==> src/common/uart_bridge_defs.svh <==
/*
 * uart register bridge setup
 * serial timing, counter width and register map constants
 */
`ifndef UART_BRIDGE_DEFS_SVH
`define UART_BRIDGE_DEFS_SVH

// system clocks per serial bit, kept small for simulation
`define BRIDGE_CLKS_PER_BIT 16
`define BRIDGE_CNT_W 16 // bit period counter width

`define BRIDGE_REG_COUNT 8 // registers in the bank
`define BRIDGE_REG_AW 3 // index bits into the bank
`define BRIDGE_LED_ADDR 0 // register mirrored on led
`define BRIDGE_BAD_ADDR_DATA 8'hEE // read reply for an address out of range

`endif

==> src/common/uart_bridge_pkg.sv <==
/*
 * uart register bridge types
 * byte strobes between the serial blocks and the command word views
 */
package uart_bridge_pkg;

	// byte out of the receiver, strobes never high together
	typedef struct packed {
		logic [7:0] data;
		logic       valid;     // good stop bit
		logic       frame_err; // stop bit sampled low
	} rx_byte_t;

	// request into the transmitter
	typedef struct packed {
		logic [7:0] data;
		logic       start; // only while tx_busy is low
	} tx_req_t;

	// header byte layout
	typedef struct packed {
		logic       wr;   // set for write, a data byte follows
		logic [6:0] addr;
	} cmd_hdr_t;

	/*
	 * one received byte, read as a header while waiting for a command
	 * and as plain write data after a write header
	 */
	typedef union packed {
		cmd_hdr_t   hdr;
		logic [7:0] raw;
	} cmd_word_u;

endpackage

==> src/uart_rx/uart_rx.sv <==
/*
 * uart receiver
 * 8N1, samples each bit mid-period and checks the stop bit
 */
`timescale 1ns/10ps
`include "uart_bridge_defs.svh"

module uart_rx
	import uart_bridge_pkg::*;
(
	input  logic     sys_clk,
	input  logic     sys_rst_n,
	input  logic     rx,
	output rx_byte_t rx_byte
);

	localparam int CNT_W = `BRIDGE_CNT_W;
	localparam logic [CNT_W-1:0] BIT_LAST  = CNT_W'(`BRIDGE_CLKS_PER_BIT - 1);
	localparam logic [CNT_W-1:0] HALF_LAST = CNT_W'(`BRIDGE_CLKS_PER_BIT / 2 - 1);

	typedef enum logic [1:0] {
		S_IDLE,
		S_START,
		S_DATA,
		S_STOP
	} state_t;

	state_t           state;
	logic             rx_meta;
	logic             rx_sync;
	logic [CNT_W-1:0] clk_cnt;
	logic [2:0]       bit_idx;
	logic [7:0]       shift_reg;
	logic             valid_q;
	logic             err_q;

	// two flop synchronizer, line idles high
	always_ff @(posedge sys_clk or negedge sys_rst_n) begin
		if (!sys_rst_n) begin
			rx_meta <= 1'b1;
			rx_sync <= 1'b1;
		end else begin
			rx_meta <= rx;
			rx_sync <= rx_meta;
		end
	end

	always_ff @(posedge sys_clk or negedge sys_rst_n) begin
		if (!sys_rst_n) begin
			state   <= S_IDLE;
			clk_cnt <= '0;
			bit_idx <= '0;
			valid_q <= 1'b0;
			err_q   <= 1'b0;
		end else begin
			valid_q <= 1'b0; // strobes
			err_q   <= 1'b0;
			case (state)
				S_IDLE: begin
					clk_cnt <= '0;
					bit_idx <= '0;
					if (!rx_sync)
						state <= S_START; // falling edge
				end
				S_START: begin
					if (clk_cnt == HALF_LAST) begin
						clk_cnt <= '0;
						state   <= rx_sync ? S_IDLE : S_DATA; // high here is a glitch
					end else begin
						clk_cnt <= clk_cnt + 1'b1;
					end
				end
				S_DATA: begin
					if (clk_cnt == BIT_LAST) begin
						clk_cnt <= '0;
						bit_idx <= bit_idx + 1'b1;
						if (bit_idx == 3'd7)
							state <= S_STOP;
					end else begin
						clk_cnt <= clk_cnt + 1'b1;
					end
				end
				S_STOP: begin
					if (clk_cnt == BIT_LAST) begin
						// mid stop bit, no wait for its end
						clk_cnt <= '0;
						valid_q <= rx_sync;
						err_q   <= !rx_sync;
						state   <= S_IDLE;
					end else begin
						clk_cnt <= clk_cnt + 1'b1;
					end
				end
				default: state <= S_IDLE;
			endcase
		end
	end

	// lsb arrives first, shift in from the top
	always_ff @(posedge sys_clk) begin
		if (state == S_DATA && clk_cnt == BIT_LAST)
			shift_reg <= {rx_sync, shift_reg[7:1]};
	end

	assign rx_byte = '{data: shift_reg, valid: valid_q, frame_err: err_q};

endmodule

==> src/hdl/cmd_parser.sv <==
/*
 * command parser and register bank
 * decodes write and read headers, holds one reply for the transmitter
 */
`timescale 1ns/10ps
`include "uart_bridge_defs.svh"

module cmd_parser
	import uart_bridge_pkg::*;
(
	input  logic       sys_clk,
	input  logic       sys_rst_n,
	input  rx_byte_t   rx_byte,
	input  logic       tx_busy,
	output tx_req_t    tx_req,
	output logic [7:0] led
);

	localparam int AW = `BRIDGE_REG_AW;
	localparam logic [6:0] REG_COUNT = 7'(`BRIDGE_REG_COUNT);

	typedef enum logic {
		S_HDR,
		S_DATA
	} state_t;

	state_t     state;
	cmd_word_u  word;
	logic [6:0] wr_addr;
	logic [7:0] regs [`BRIDGE_REG_COUNT];
	logic [7:0] rd_data;
	logic       rd_hit;
	logic       wr_hit;
	logic [7:0] pend_data;
	logic       pend_valid;
	logic       issue;

	assign word.raw = rx_byte.data;

	assign rd_hit = rx_byte.valid && state == S_HDR && !word.hdr.wr;
	assign wr_hit = rx_byte.valid && state == S_DATA && wr_addr < REG_COUNT;

	assign rd_data = (word.hdr.addr < REG_COUNT) ? regs[word.hdr.addr[AW-1:0]]
	                                             : `BRIDGE_BAD_ADDR_DATA;

	always_ff @(posedge sys_clk or negedge sys_rst_n) begin
		if (!sys_rst_n)
			state <= S_HDR;
		else if (rx_byte.frame_err)
			state <= S_HDR; // resync on a broken frame
		else if (rx_byte.valid) begin
			case (state)
				S_HDR:   state <= word.hdr.wr ? S_DATA : S_HDR;
				S_DATA:  state <= S_HDR;
				default: state <= S_HDR;
			endcase
		end
	end

	always_ff @(posedge sys_clk) begin
		if (rx_byte.valid && state == S_HDR && word.hdr.wr)
			wr_addr <= word.hdr.addr;
	end

	always_ff @(posedge sys_clk or negedge sys_rst_n) begin
		if (!sys_rst_n)
			regs <= '{default: '0};
		else if (wr_hit)
			regs[wr_addr[AW-1:0]] <= word.raw; // out of range writes dropped
	end

	// one reply waits here until the transmitter is free
	assign issue = pend_valid && !tx_busy;

	always_ff @(posedge sys_clk or negedge sys_rst_n) begin
		if (!sys_rst_n)
			pend_valid <= 1'b0;
		else if (rd_hit)
			pend_valid <= 1'b1;
		else if (issue)
			pend_valid <= 1'b0;
	end

	always_ff @(posedge sys_clk) begin
		if (rd_hit)
			pend_data <= rd_data;
	end

	assign tx_req = '{data: pend_data, start: issue};
	assign led    = regs[`BRIDGE_LED_ADDR];

endmodule

==> src/uart_tx/uart_tx.sv <==
/*
 * uart transmitter
 * sends one 8N1 frame per start strobe, lsb first
 */
`timescale 1ns/10ps
`include "uart_bridge_defs.svh"

module uart_tx
	import uart_bridge_pkg::*;
(
	input  logic    sys_clk,
	input  logic    sys_rst_n,
	input  tx_req_t tx_req,
	output logic    tx,
	output logic    tx_busy
);

	localparam int CNT_W = `BRIDGE_CNT_W;
	localparam logic [CNT_W-1:0] BIT_LAST = CNT_W'(`BRIDGE_CLKS_PER_BIT - 1);
	localparam logic [3:0] FRAME_LAST = 4'd9; // start, 8 data, stop

	logic [9:0]       frame;
	logic [CNT_W-1:0] clk_cnt;
	logic [3:0]       bit_cnt;

	always_ff @(posedge sys_clk or negedge sys_rst_n) begin
		if (!sys_rst_n) begin
			frame   <= '1; // line high
			tx_busy <= 1'b0;
			clk_cnt <= '0;
			bit_cnt <= '0;
		end else if (!tx_busy) begin
			clk_cnt <= '0;
			bit_cnt <= '0;
			if (tx_req.start) begin
				frame   <= {1'b1, tx_req.data, 1'b0};
				tx_busy <= 1'b1;
			end
		end else if (clk_cnt == BIT_LAST) begin
			// next bit, ones fill in behind the stop bit
			clk_cnt <= '0;
			frame   <= {1'b1, frame[9:1]};
			bit_cnt <= bit_cnt + 1'b1;
			if (bit_cnt == FRAME_LAST)
				tx_busy <= 1'b0;
		end else begin
			clk_cnt <= clk_cnt + 1'b1;
		end
	end

	assign tx = frame[0];

endmodule

==> src/hdl/uart_bridge_top.sv <==
/*
 * uart register bridge top level
 * receiver into parser, parser replies through the transmitter
 */
`timescale 1ns/10ps

module uart_bridge_top
	import uart_bridge_pkg::*;
(
	input  logic       sys_clk,
	input  logic       sys_rst_n,
	input  logic       rx,
	output logic       tx,
	output logic       frame_err,
	output logic [7:0] led
);

	rx_byte_t rx_byte;
	tx_req_t  tx_req;
	logic     tx_busy;

	uart_rx u_uart_rx (
		.sys_clk   (sys_clk),
		.sys_rst_n (sys_rst_n),
		.rx        (rx),
		.rx_byte   (rx_byte)
	);

	cmd_parser u_cmd_parser (
		.sys_clk   (sys_clk),
		.sys_rst_n (sys_rst_n),
		.rx_byte   (rx_byte),
		.tx_busy   (tx_busy),
		.tx_req    (tx_req),
		.led       (led)
	);

	uart_tx u_uart_tx (
		.sys_clk   (sys_clk),
		.sys_rst_n (sys_rst_n),
		.tx_req    (tx_req),
		.tx        (tx),
		.tx_busy   (tx_busy)
	);

	assign frame_err = rx_byte.frame_err; // bad stop bit pulse

endmodule

==> config.mk <==
export PLATFORM = sky130hd
export DESIGN_NAME = uart_bridge_top
export DESIGN_NICKNAME = d
export VERILOG_FILES = /design/src/common/uart_bridge_pkg.sv /design/src/uart_rx/uart_rx.sv /design/src/hdl/cmd_parser.sv /design/src/uart_tx/uart_tx.sv /design/src/hdl/uart_bridge_top.sv
export VERILOG_INCLUDE_DIRS = /design/src /design/src/common
export SDC_FILE = /design/constraint.sdc
export NUM_CORES = 1
export LEC_CHECK = 0
export BUFFER_PORTS_ARGS = -buffer_cell sky130_fd_sc_hd__buf_2
export CAP_MARGIN = 30
export CORE_ASPECT_RATIO = 1.1
export CORE_MARGIN = 1.5
export CORE_UTILIZATION = 62
export CTS_CLUSTER_DIAMETER = 100
export DETAILED_ROUTE_END_ITERATION = 8
export PLACE_DENSITY = 0.76
export REMOVE_ABC_BUFFERS = 1
export SYNTH_ARGS = -nofsm -noshare
export SYNTH_HDL_FRONTEND = slang
export SYNTH_SLANG_ARGS = --single-unit
==> constraint.sdc <==
create_clock -name sys_clk -period 2.9 [get_ports sys_clk]
set_input_delay 0.29 -clock sys_clk [delete_from_list [all_inputs] [get_ports sys_clk]]
set_output_delay 0.29 -clock sys_clk [all_outputs]
set_load 0.02 [all_outputs]
==> results, run 1 <==
- Measured against its own limit, the worst slew margin works out to 0.435.
- The number of iterations in the first detailed-routing pass is 4.
- The sequential fraction of the synthesis area is 0.565.
- The most common cell after layout, fill and taps aside is dfrtp_1.
- The netlist uses 54 different library cells.
- The largest register by flop count is u_cmd_parser.regs.
- Of the available clock period, the critical path in the final layout requires 0.735.
- The setup TNS is 0 ns.
- The completed layout was analyzed and its total power is ~4.4 mW.
- The later pin in the worst-skew pair is clocked with a latency of 0.41 ns.
- IR analysis of the VDD net gives a maximum drop of 0.464 mV.
- The final design area excluding fillers is 7360 um2.
- The flip-flop count of the largest register, all copies and words added is 56.
- The multi-input combinational cells in the finished layout cover a total of 2690 um2.
- The starting density of the core is 0.636.
- Of the total synthesized cell area, the portion taken by AND, OR, NAND and NOR gates is 0.132.
- The startpoint identified for the worst hold timing path is u_uart_rx.rx_meta.
- The number of antenna violations at the first check in global routing came to 0.
- Dividing the detail-routed via count by the number of cells gives 5.87.
- The required time of the worst setup path is 3.17 ns.
- Of the total synthesized cell area, the portion taken by XOR and XNOR cells is 0.0371.
- For this block, the initial DRC count from the detailed router was 158.
- The flow ran to the end, and the final reports show no timing, DRC or antenna violations.
- For this run, design rule violations remaining after detail routing come to 0.
- The die boundary width is around 100 um.
- For this run the aggregate overflow at the end of global routing stands at 0.
- After synthesis, the share of flip-flops with an asynchronous set or reset is 0.840.
- Summed over all nets, the half-perimeter wirelength after detailed placement is 7520 um.
- The final count of negative-setup-slack endpoints is 0.
- The clock skew after layout is 0.00761 ns.
- The logic depth of the worst register-to-register path is 4.
- Of the total synthesized cell area, the portion taken by full adders, half adders and majority gates is 0.0114.
- The average routed wire per standard cell is about 18 um.
- In this run the static leakage power is roughly 3.3 nW.
- Entering global routing, the biggest net connects 66 pins.
- At the end of the flow, the number of nets in the layout was approximately 500.
- The via count of the first global-routing pass is 4010.
- The first global-routing pass estimated between 15000 and 20000 um of wire.
- The total number of yosys warnings is 0.
- The synthesis-to-layout area growth is 11.4%.
- The power density over the cells is ~600 nW/um2.
- The depth of the CTS H-tree is 4.
- The type of the setup path with the least slack is reg2reg.
- The filler cells instantiated in the layout total 700.
- The root cell of the clock tree is clkbuf_16.
- The CTS tree is built.
- The die covers 11300 um2.
- 13 I/O pins were placed.
- The number of hold violations in the final report came to 0.
- From bottom edge to top edge, the die measures around 110 um.
- The number of buffers between clock root and the deepest sink is 2.
- Counting instances, the worst hold path has a depth of 0.
- Prior to clock tree synthesis, the placed netlist has a worst setup slack of 0.742 ns.
- Across all layers, the routed design uses 3811 vias.
- For the pin with the worst max-slew slack, the measured transition is 0.848 ns.
- The endpoint identified for the worst register-to-register timing path is u_uart_rx.clk_cnt[14].
- The area fraction in compound gates after synthesis is 0.0157.
- The initialized floorplan defines 39 standard-cell rows.
- The setup check on the worst reg-to-reg path leaves a slack of 0.77 ns.
- The arrival time at the worst endpoint is 2.40 ns.
- The detail route stage leaves a number of antenna-violating nets equal to 0.
- The number of diodes is 0.
- In the final layout, the share of cells above drive strength 1 is 0.336.
- The number of synthesized register bits is 144.
- The final worst slack is between 0.7 and 0.8 ns.
- At the end of routability-driven placement, the weighted congestion stood at 0.798.
- In this run the critical register-to-register path is launched from u_uart_rx.clk_cnt[8].
- The worst setup path is captured at a flip-flop.
- The core region is 10400 um2.
- Across every metal layer, demand over resource in global routing totals 0.235.
- The worst path needs between 2 and 2.5 ns of the cycle, external delays included.
- The count of buffers added on input and output ports is 12.
- The number of enable-type register cells in the synthesized netlist is 23.
- The top flip-flop cell by instance count after synthesis is dfrtp_1.
- After technology mapping, the gate count stands at 481.
- Setup repair after global routing left no endpoint under its margin.
- The largest registers in the layout are u_cmd_parser.regs x56, u_uart_rx.clk_cnt x16, u_uart_tx.clk_cnt x16.
- The max-slew violation count is 0.
- The placed instances occupy a cell area of 6770 um2.
- The peak clock frequency supported by timing is about 0.47 GHz.
- The tightest hold path in the finished design has a slack of 0.356 ns.
- The sequential cell area is 3730 um2.
- Counting the buffers created by CTS gives 17.
- The worst hold path terminates at u_uart_rx.rx_sync.
- The clock net sink count is 144.
- In the layout the commonest cells are 110 x dfrtp_1, 69 x mux2_2, 38 x nor2_1.
- The synthesized area divided by synthesized cell count is 13.7 um2.
- The clock-pin transition on the worst setup and hold timing paths is 0.06 ns.
- The worst hold path class is reg2reg.
- The worst-path maximum fanout is 15.
- Measured against the total synthesized area, the mux share comes to 0.211.
- The mapped cell area is about 6600 um2.
- The worst setup path is launched from a flip-flop.
- The overall routed net length is 11700 um.
- After synthesis, the largest family of logic cells by area is multiplexers.
- The tool flagged a number of max-cap violations equal to 0.
synth_stat cells, types with 2 or more instances:
library cell | n | share of area
dfrtp_1 | 110 | 0.42
mux2_2 | 69 | 0.12
nor2_1 | 38 | 0.022
nand2_1 | 25 | 0.014
edfxtp_1 | 23 | 0.10
mux4_2 | 16 | 0.055
nand3_1 | 15 | 0.011
xnor2_1 | 14 | 0.019
xor2_1 | 14 | 0.019
buf_4 | 12 | 0.014
clkbuf_1 | 11 | 0.0063
dfstp_2 | 11 | 0.044
nand4_1 | 11 | 0.010
mux2i_1 | 10 | 0.015
nor4_1 | 10 | 0.0095
inv_1 | 8 | 0.0045
mux2_4 | 8 | 0.018
and4_1 | 6 | 0.0080
ha_1 | 6 | 0.011
nor3_1 | 6 | 0.0045
buf_2 | 4 | 0.0030
nor2b_1 | 4 | 0.0038
a21oi_1 | 3 | 0.0023
and2_1 | 3 | 0.0028
mux2_1 | 3 | 0.0051
nand4b_1 | 3 | 0.0040
a21o_1 | 2 | 0.0023
and3_1 | 2 | 0.0019
and4_2 | 2 | 0.0030
buf_1 | 2 | 0.0011
nand3b_2 | 2 | 0.0034
nor3b_4 | 2 | 0.0057
nor4_2 | 2 | 0.0038
o211ai_1 | 2 | 0.0023
o21ai_0 | 2 | 0.0015
or3_1 | 2 | 0.0019
how the worst max path moves through the flow:
stage / start / end / slack (ns)
2_1_floorplan: u_uart_rx.clk_cnt[8] / u_uart_rx.shift_reg[0] / 0.64
3_3_place_gp: u_uart_rx.clk_cnt[8] / u_uart_rx.clk_cnt[6] / 0.86
3_5_place_dp: u_uart_rx.clk_cnt[12] / u_uart_rx.clk_cnt[14] / 0.74
4_1_cts: u_uart_rx.clk_cnt[12] / u_uart_rx.clk_cnt[14] / 0.74
5_1_grt: u_uart_rx.clk_cnt[12] / u_uart_rx.clk_cnt[9] / 0.52
6_report: u_uart_rx.clk_cnt[8] / u_uart_rx.clk_cnt[14] / 0.77
routing by layer:
| layer | track usage | part of all wire |
|---|---|---|
| met4 | 0.0907 | 0.018 |
| met3 | 0.0492 | 0.024 |
| met2 | 0.372 | 0.51 |
| met5 | 0 | 0 |
| met1 | 0.319 | 0.45 |
critical path, stage by stage (launching register included):
cell and delay [ns]:
dfrtp_1 0.42, nor4_1 0.45, and4_1 0.47, a2bb2oi_2 0.53
nor2_1 0.12
repair_timing:
action	4_1_cts	5_1_grt
endpoints found under the hold margin	3	0
hold buffers	2	0
resized for setup	0	0
setup buffers	0	0
kinds of logic (layout without fill, tap and decap cells):
group                      count (synthesis)  in the layout
AOI/OAI and AO/OA                         14             14
xor gates and xnor gates                  28             28
muxes                                    106            106
and+or+nand+nor                          146            146
adders and majority gates                  6              6
buffers and inverters                     37             62
DFF                                      144            144
layout make-up:
class	instances	share of cell area
Clock inverter	8	0.0109
Sequential cell	144	0.507
Clock buffer	24	0.0668
Tap cell	143	0.0243
Timing Repair Buffer	22	0.0221
Inverter	8	0.00408
Multi-Input combinational cell	300	0.365
metrics by stage:
stage                     instances  utilization
after detailed placement        615        0.651
after global routing            649        0.708
after global placement          614        0.650
after CTS                       649        0.708
final                           649        0.708
after floorplan                 452            -
power by group:
part | total [mW] | leakage [nW] | internal, mW | switching, mW
logic | 0.182 | 1.19 | 0.0770 | 0.105
clock network | 2.06 | 0.272 | 1.27 | 0.795
registers | 2.17 | 1.86 | 2.10 | 0.0718
Power figures use the tool's default switching activity.
==> inputs of run 2 (changes only) <==
--- a/config.mk
+++ b/config.mk
@@ -10,10 +10,10 @@
 export CAP_MARGIN = 30
 export CORE_ASPECT_RATIO = 1.1
 export CORE_MARGIN = 1.5
-export CORE_UTILIZATION = 62
+export CORE_UTILIZATION = 56
 export CTS_CLUSTER_DIAMETER = 100
 export DETAILED_ROUTE_END_ITERATION = 8
-export PLACE_DENSITY = 0.76
+export PLACE_DENSITY = 0.72
 export REMOVE_ABC_BUFFERS = 1
 export SYNTH_ARGS = -nofsm -noshare
 export SYNTH_HDL_FRONTEND = slang
==> constraint.sdc (replaced) <==
create_clock -name sys_clk -period 1.8 [get_ports sys_clk]
set_input_delay 0.18 -clock sys_clk [delete_from_list [all_inputs] [get_ports sys_clk]]
set_output_delay 0.18 -clock sys_clk [all_outputs]
set_load 0.02 [all_outputs]
==> results, run 2 (synthesis gave the netlist of run 1 again) <==
- The run finished, with violations left.
- The checks that failed: setup timing.
- The die is 107 um wide.
- The power dissipated by switching net loads is ~1.6 mW.
- The number of ports placed on the die boundary is 13.
- The clock net sink count is 144.
- The detail route stage leaves a number of antenna-violating nets equal to 0.
- The power density over the cells is ~940 nW/um2.
- In this run the clock root is driven by a clkbuf_16.
- The via count of the first global-routing pass is slightly above 4000.
- Among all stages on the critical path, the largest delay is contributed by edfxtp_1.
- The largest net degree at the start of global routing is 45.
- The die area is roughly 12000 um2.
- For this run the aggregate overflow at the end of global routing stands at 0.
- The instance count after placement with tap cells included is 660.
- For this block, the routed nets add up to 12300 um of wire.
- Setup violations remaining at the end of the flow were counted as 28.
- The number of cell rows is 41.
- The repair_antennas step left the layout with diodes totalling 0.
- Together, buffers and inverters on the worst path number 1.
- The number of clock buffers added by TritonCTS is 17.
- The number of iterations in the first detailed-routing pass is 4.
- Routability-driven placement finished with a final weighted congestion of between 0.8 and 0.9.
- Registers take 3730 um2.
- The required time of the worst setup path is roughly 2.1 ns.
- The min-delay analysis places its worst path in the category in2async.
- At the pin with the least slew margin, the transition time is 0.731 ns.
- The number of max-cap violations is 0.
- The most common cell after layout, fill and taps aside is dfrtp_1.
- The share of the core filled with cells is 0.689.
- The later pin in the worst-skew pair is clocked with a latency of approximately 0.42 ns.
- The share of total power dissipated in the clock network is 0.480.
- Setup repair after global routing could not meet its margin everywhere.
- Of the total power, registers draw 0.469.
- The number of buffer cells added on primary ports is 12.
- The switching power as a share of total power is 0.212.
- The internal power of the cells totals approximately 5.9 mW.
- Dividing the final minimum period by the clock period gives 1.03.
- Across all layers, the routed design uses roughly 4000 vias.
- The share of layout cells above drive strength 1 is 0.400.
- The register with the most flip-flops in the final layout is u_cmd_parser.regs.
- The number of hold violations in the final report is 0.
- The global-route wire length before repair is 20500 um.
- The clock period minus worst slack is 1.86 ns.
- The average routed wire per standard cell is 17.6 um.
- The arrival time at the worst endpoint is 2.16 ns.
- The peak per-stage delay on the critical path is around 0.40 ns.
- The number of antenna violations at the first check in global routing is 0.
- In the layout the commonest cells are 110 x dfrtp_1, 48 x mux2_2, 39 x buf_4.
- The post-DP HPWL is 7780 um.
- Compared with the post-synthesis result, the final layout area differs by 19.8%.
- The clock-pin transition on the worst setup and hold timing paths is 0.06 ns.
- The flip-flop count of the largest register, all copies and words added is 56.
- Summed over all cells, the static leakage comes to 3.60 nW.
- Across every metal layer, demand over resource in global routing totals 0.218.
- Leaving out filler cells and counting taps, the final layout contains 697.
- OpenSTA, run right after detailed placement, puts the worst setup slack at -0.0569 ns.
- The detailed router's first-iteration violation count is around 260.
- The max-slew violation count is 0.
- By startpoint and endpoint, the worst setup path is classified as reg2reg.
- The critical path goes through nor4_4 > nand4b_4 > nor3b_4 > buf_12 > mux2_4.
- The final worst slack is -0.0623 ns.
- The starting density of the core is 0.575.
- The maximum vdd ir drop is 0.728 mV.
- The startpoint class of the critical path is a flip-flop.
- The CTS tree is built.
- After filler insertion, the fill cell instance count of the layout stands at 766.
- In the final layout, the registers with the most flip-flops are u_cmd_parser.regs x56, u_uart_rx.clk_cnt x16, u_uart_tx.clk_cnt x16.
- In the final design database the tool counted approximately 540 nets.
- Measured along the y axis, the die boundary spans 117 um.
- The setup slack of the worst register-to-register path is -0.06 ns.
- The core area is roughly 11000 um2.
- Dividing the detail-routed via count by the number of cells gives about 5.7.
- The headroom to the max-slew limit is 0.513.
- For this run, design rule violations remaining after detail routing come to 0.
- In this run the worst path has a maximum fanout of 8.
- Among cell families on the critical path, the largest total delay comes from simple AND/OR/NAND/NOR gates.
- The clock tree synthesis step divided the H-tree into 4 levels.
- The longest clock path from root to sink contains 2 buffers.
- STA classifies the critical path endpoint as a flip-flop.
- For this run, the top clock speed supported by timing is 0.537 GHz.
- The clock skew after layout is ~0.010 ns.
- The combinational fraction of design power is 0.051.
- The area used by multi-input combinational logic is about 2800 um2.
## run 2: changes by cell type in the layout (fill, tap and decap cells not counted), moves of 6 or more
cell,change
mux2_2,-21
buf_6,+6
mux2_4,+23
buf_4,+32
## run 2: worst paths after layout
| kind | endpoint | depth (start not counted) | start |
|---|---|---|---|
| worst max-delay path | u_cmd_parser.regs[47] | 5 | u_cmd_parser.wr_addr[6] |
| worst min-delay path | u_uart_tx.clk_cnt[15] | 2 | sys_rst_n |
| worst max register to register | u_cmd_parser.regs[47] | 5 | u_cmd_parser.wr_addr[6] |
| worst min register to register | u_uart_rx.rx_sync | 0 | u_uart_rx.rx_meta |
| max in group asynchronous | u_uart_rx.rx_meta | 3 | sys_rst_n |
| min in group sys_clk | u_uart_rx.rx_sync | 0 | u_uart_rx.rx_meta |
## run 2: layer usage
layer | track usage | up-vias | part of all wire
li1 | - | 1837 | -
met1 | 0.271 | 2079 | 0.45
met2 | 0.365 | 68 | 0.50
met3 | 0.0587 | 17 | 0.033
met4 | 0.0889 | 0 | 0.018
met5 | 0 | - | 0
## run 2: worst register-to-register path, cell delays in order, from the launching register on
cell and delay (ns):
edfxtp_1 0.40, nor4_4 0.35, nand4b_4 0.22, nor3b_4 0.29
buf_12 0.18, mux2_4 0.31
## run 2: what timing repair did
action / in CTS / in global routing
endpoints found under the setup margin: 55 / 96
buffers inserted: 0 / 3
hold buffers: 2 / 0
pin swaps: 3 / 5
endpoints found under the hold margin: 23 / 0
gates resized for setup: 16 / 25
## run 2: cell type report
type	instances	area share
Clock buffer	26	0.0632
Clock inverter	6	0.0133
Inverter	8	0.00379
Multi-Input combinational cell	300	0.357
Sequential cell	144	0.471
Tap cell	150	0.0237
Timing Repair Buffer	63	0.0676
## run 2: through the flow
step | power [mW] | hold WS (ns) | cell area, um2 | TNS [ns]
after global routing | 7.72 | 0.237 | 7920 | -4.11
after detailed placement | 3.90 | 0.114 | 7110 | -0.904
after floorplan | 3.72 | -0.116 | 6450 | -5.39
after global placement | 3.87 | 0.116 | 7110 | -0.471
final | 7.47 | 0.220 | 7920 | -0.708
after CTS | 7.52 | 0.207 | 7790 | -0.660
## run 2: power groups by stage
| stage | Clock (mW) | Sequential (mW) | Combinational (mW) |
|---|---|---|---|
| after floorplan | 0 | 3.52 | 0.195 |
| after global placement | 0 | 3.54 | 0.334 |
| after detailed placement | 0 | 3.55 | 0.350 |
| after CTS | 3.67 | 3.50 | 0.357 |
| after global routing | 3.78 | 3.52 | 0.424 |
| final | 3.59 | 3.51 | 0.379 |
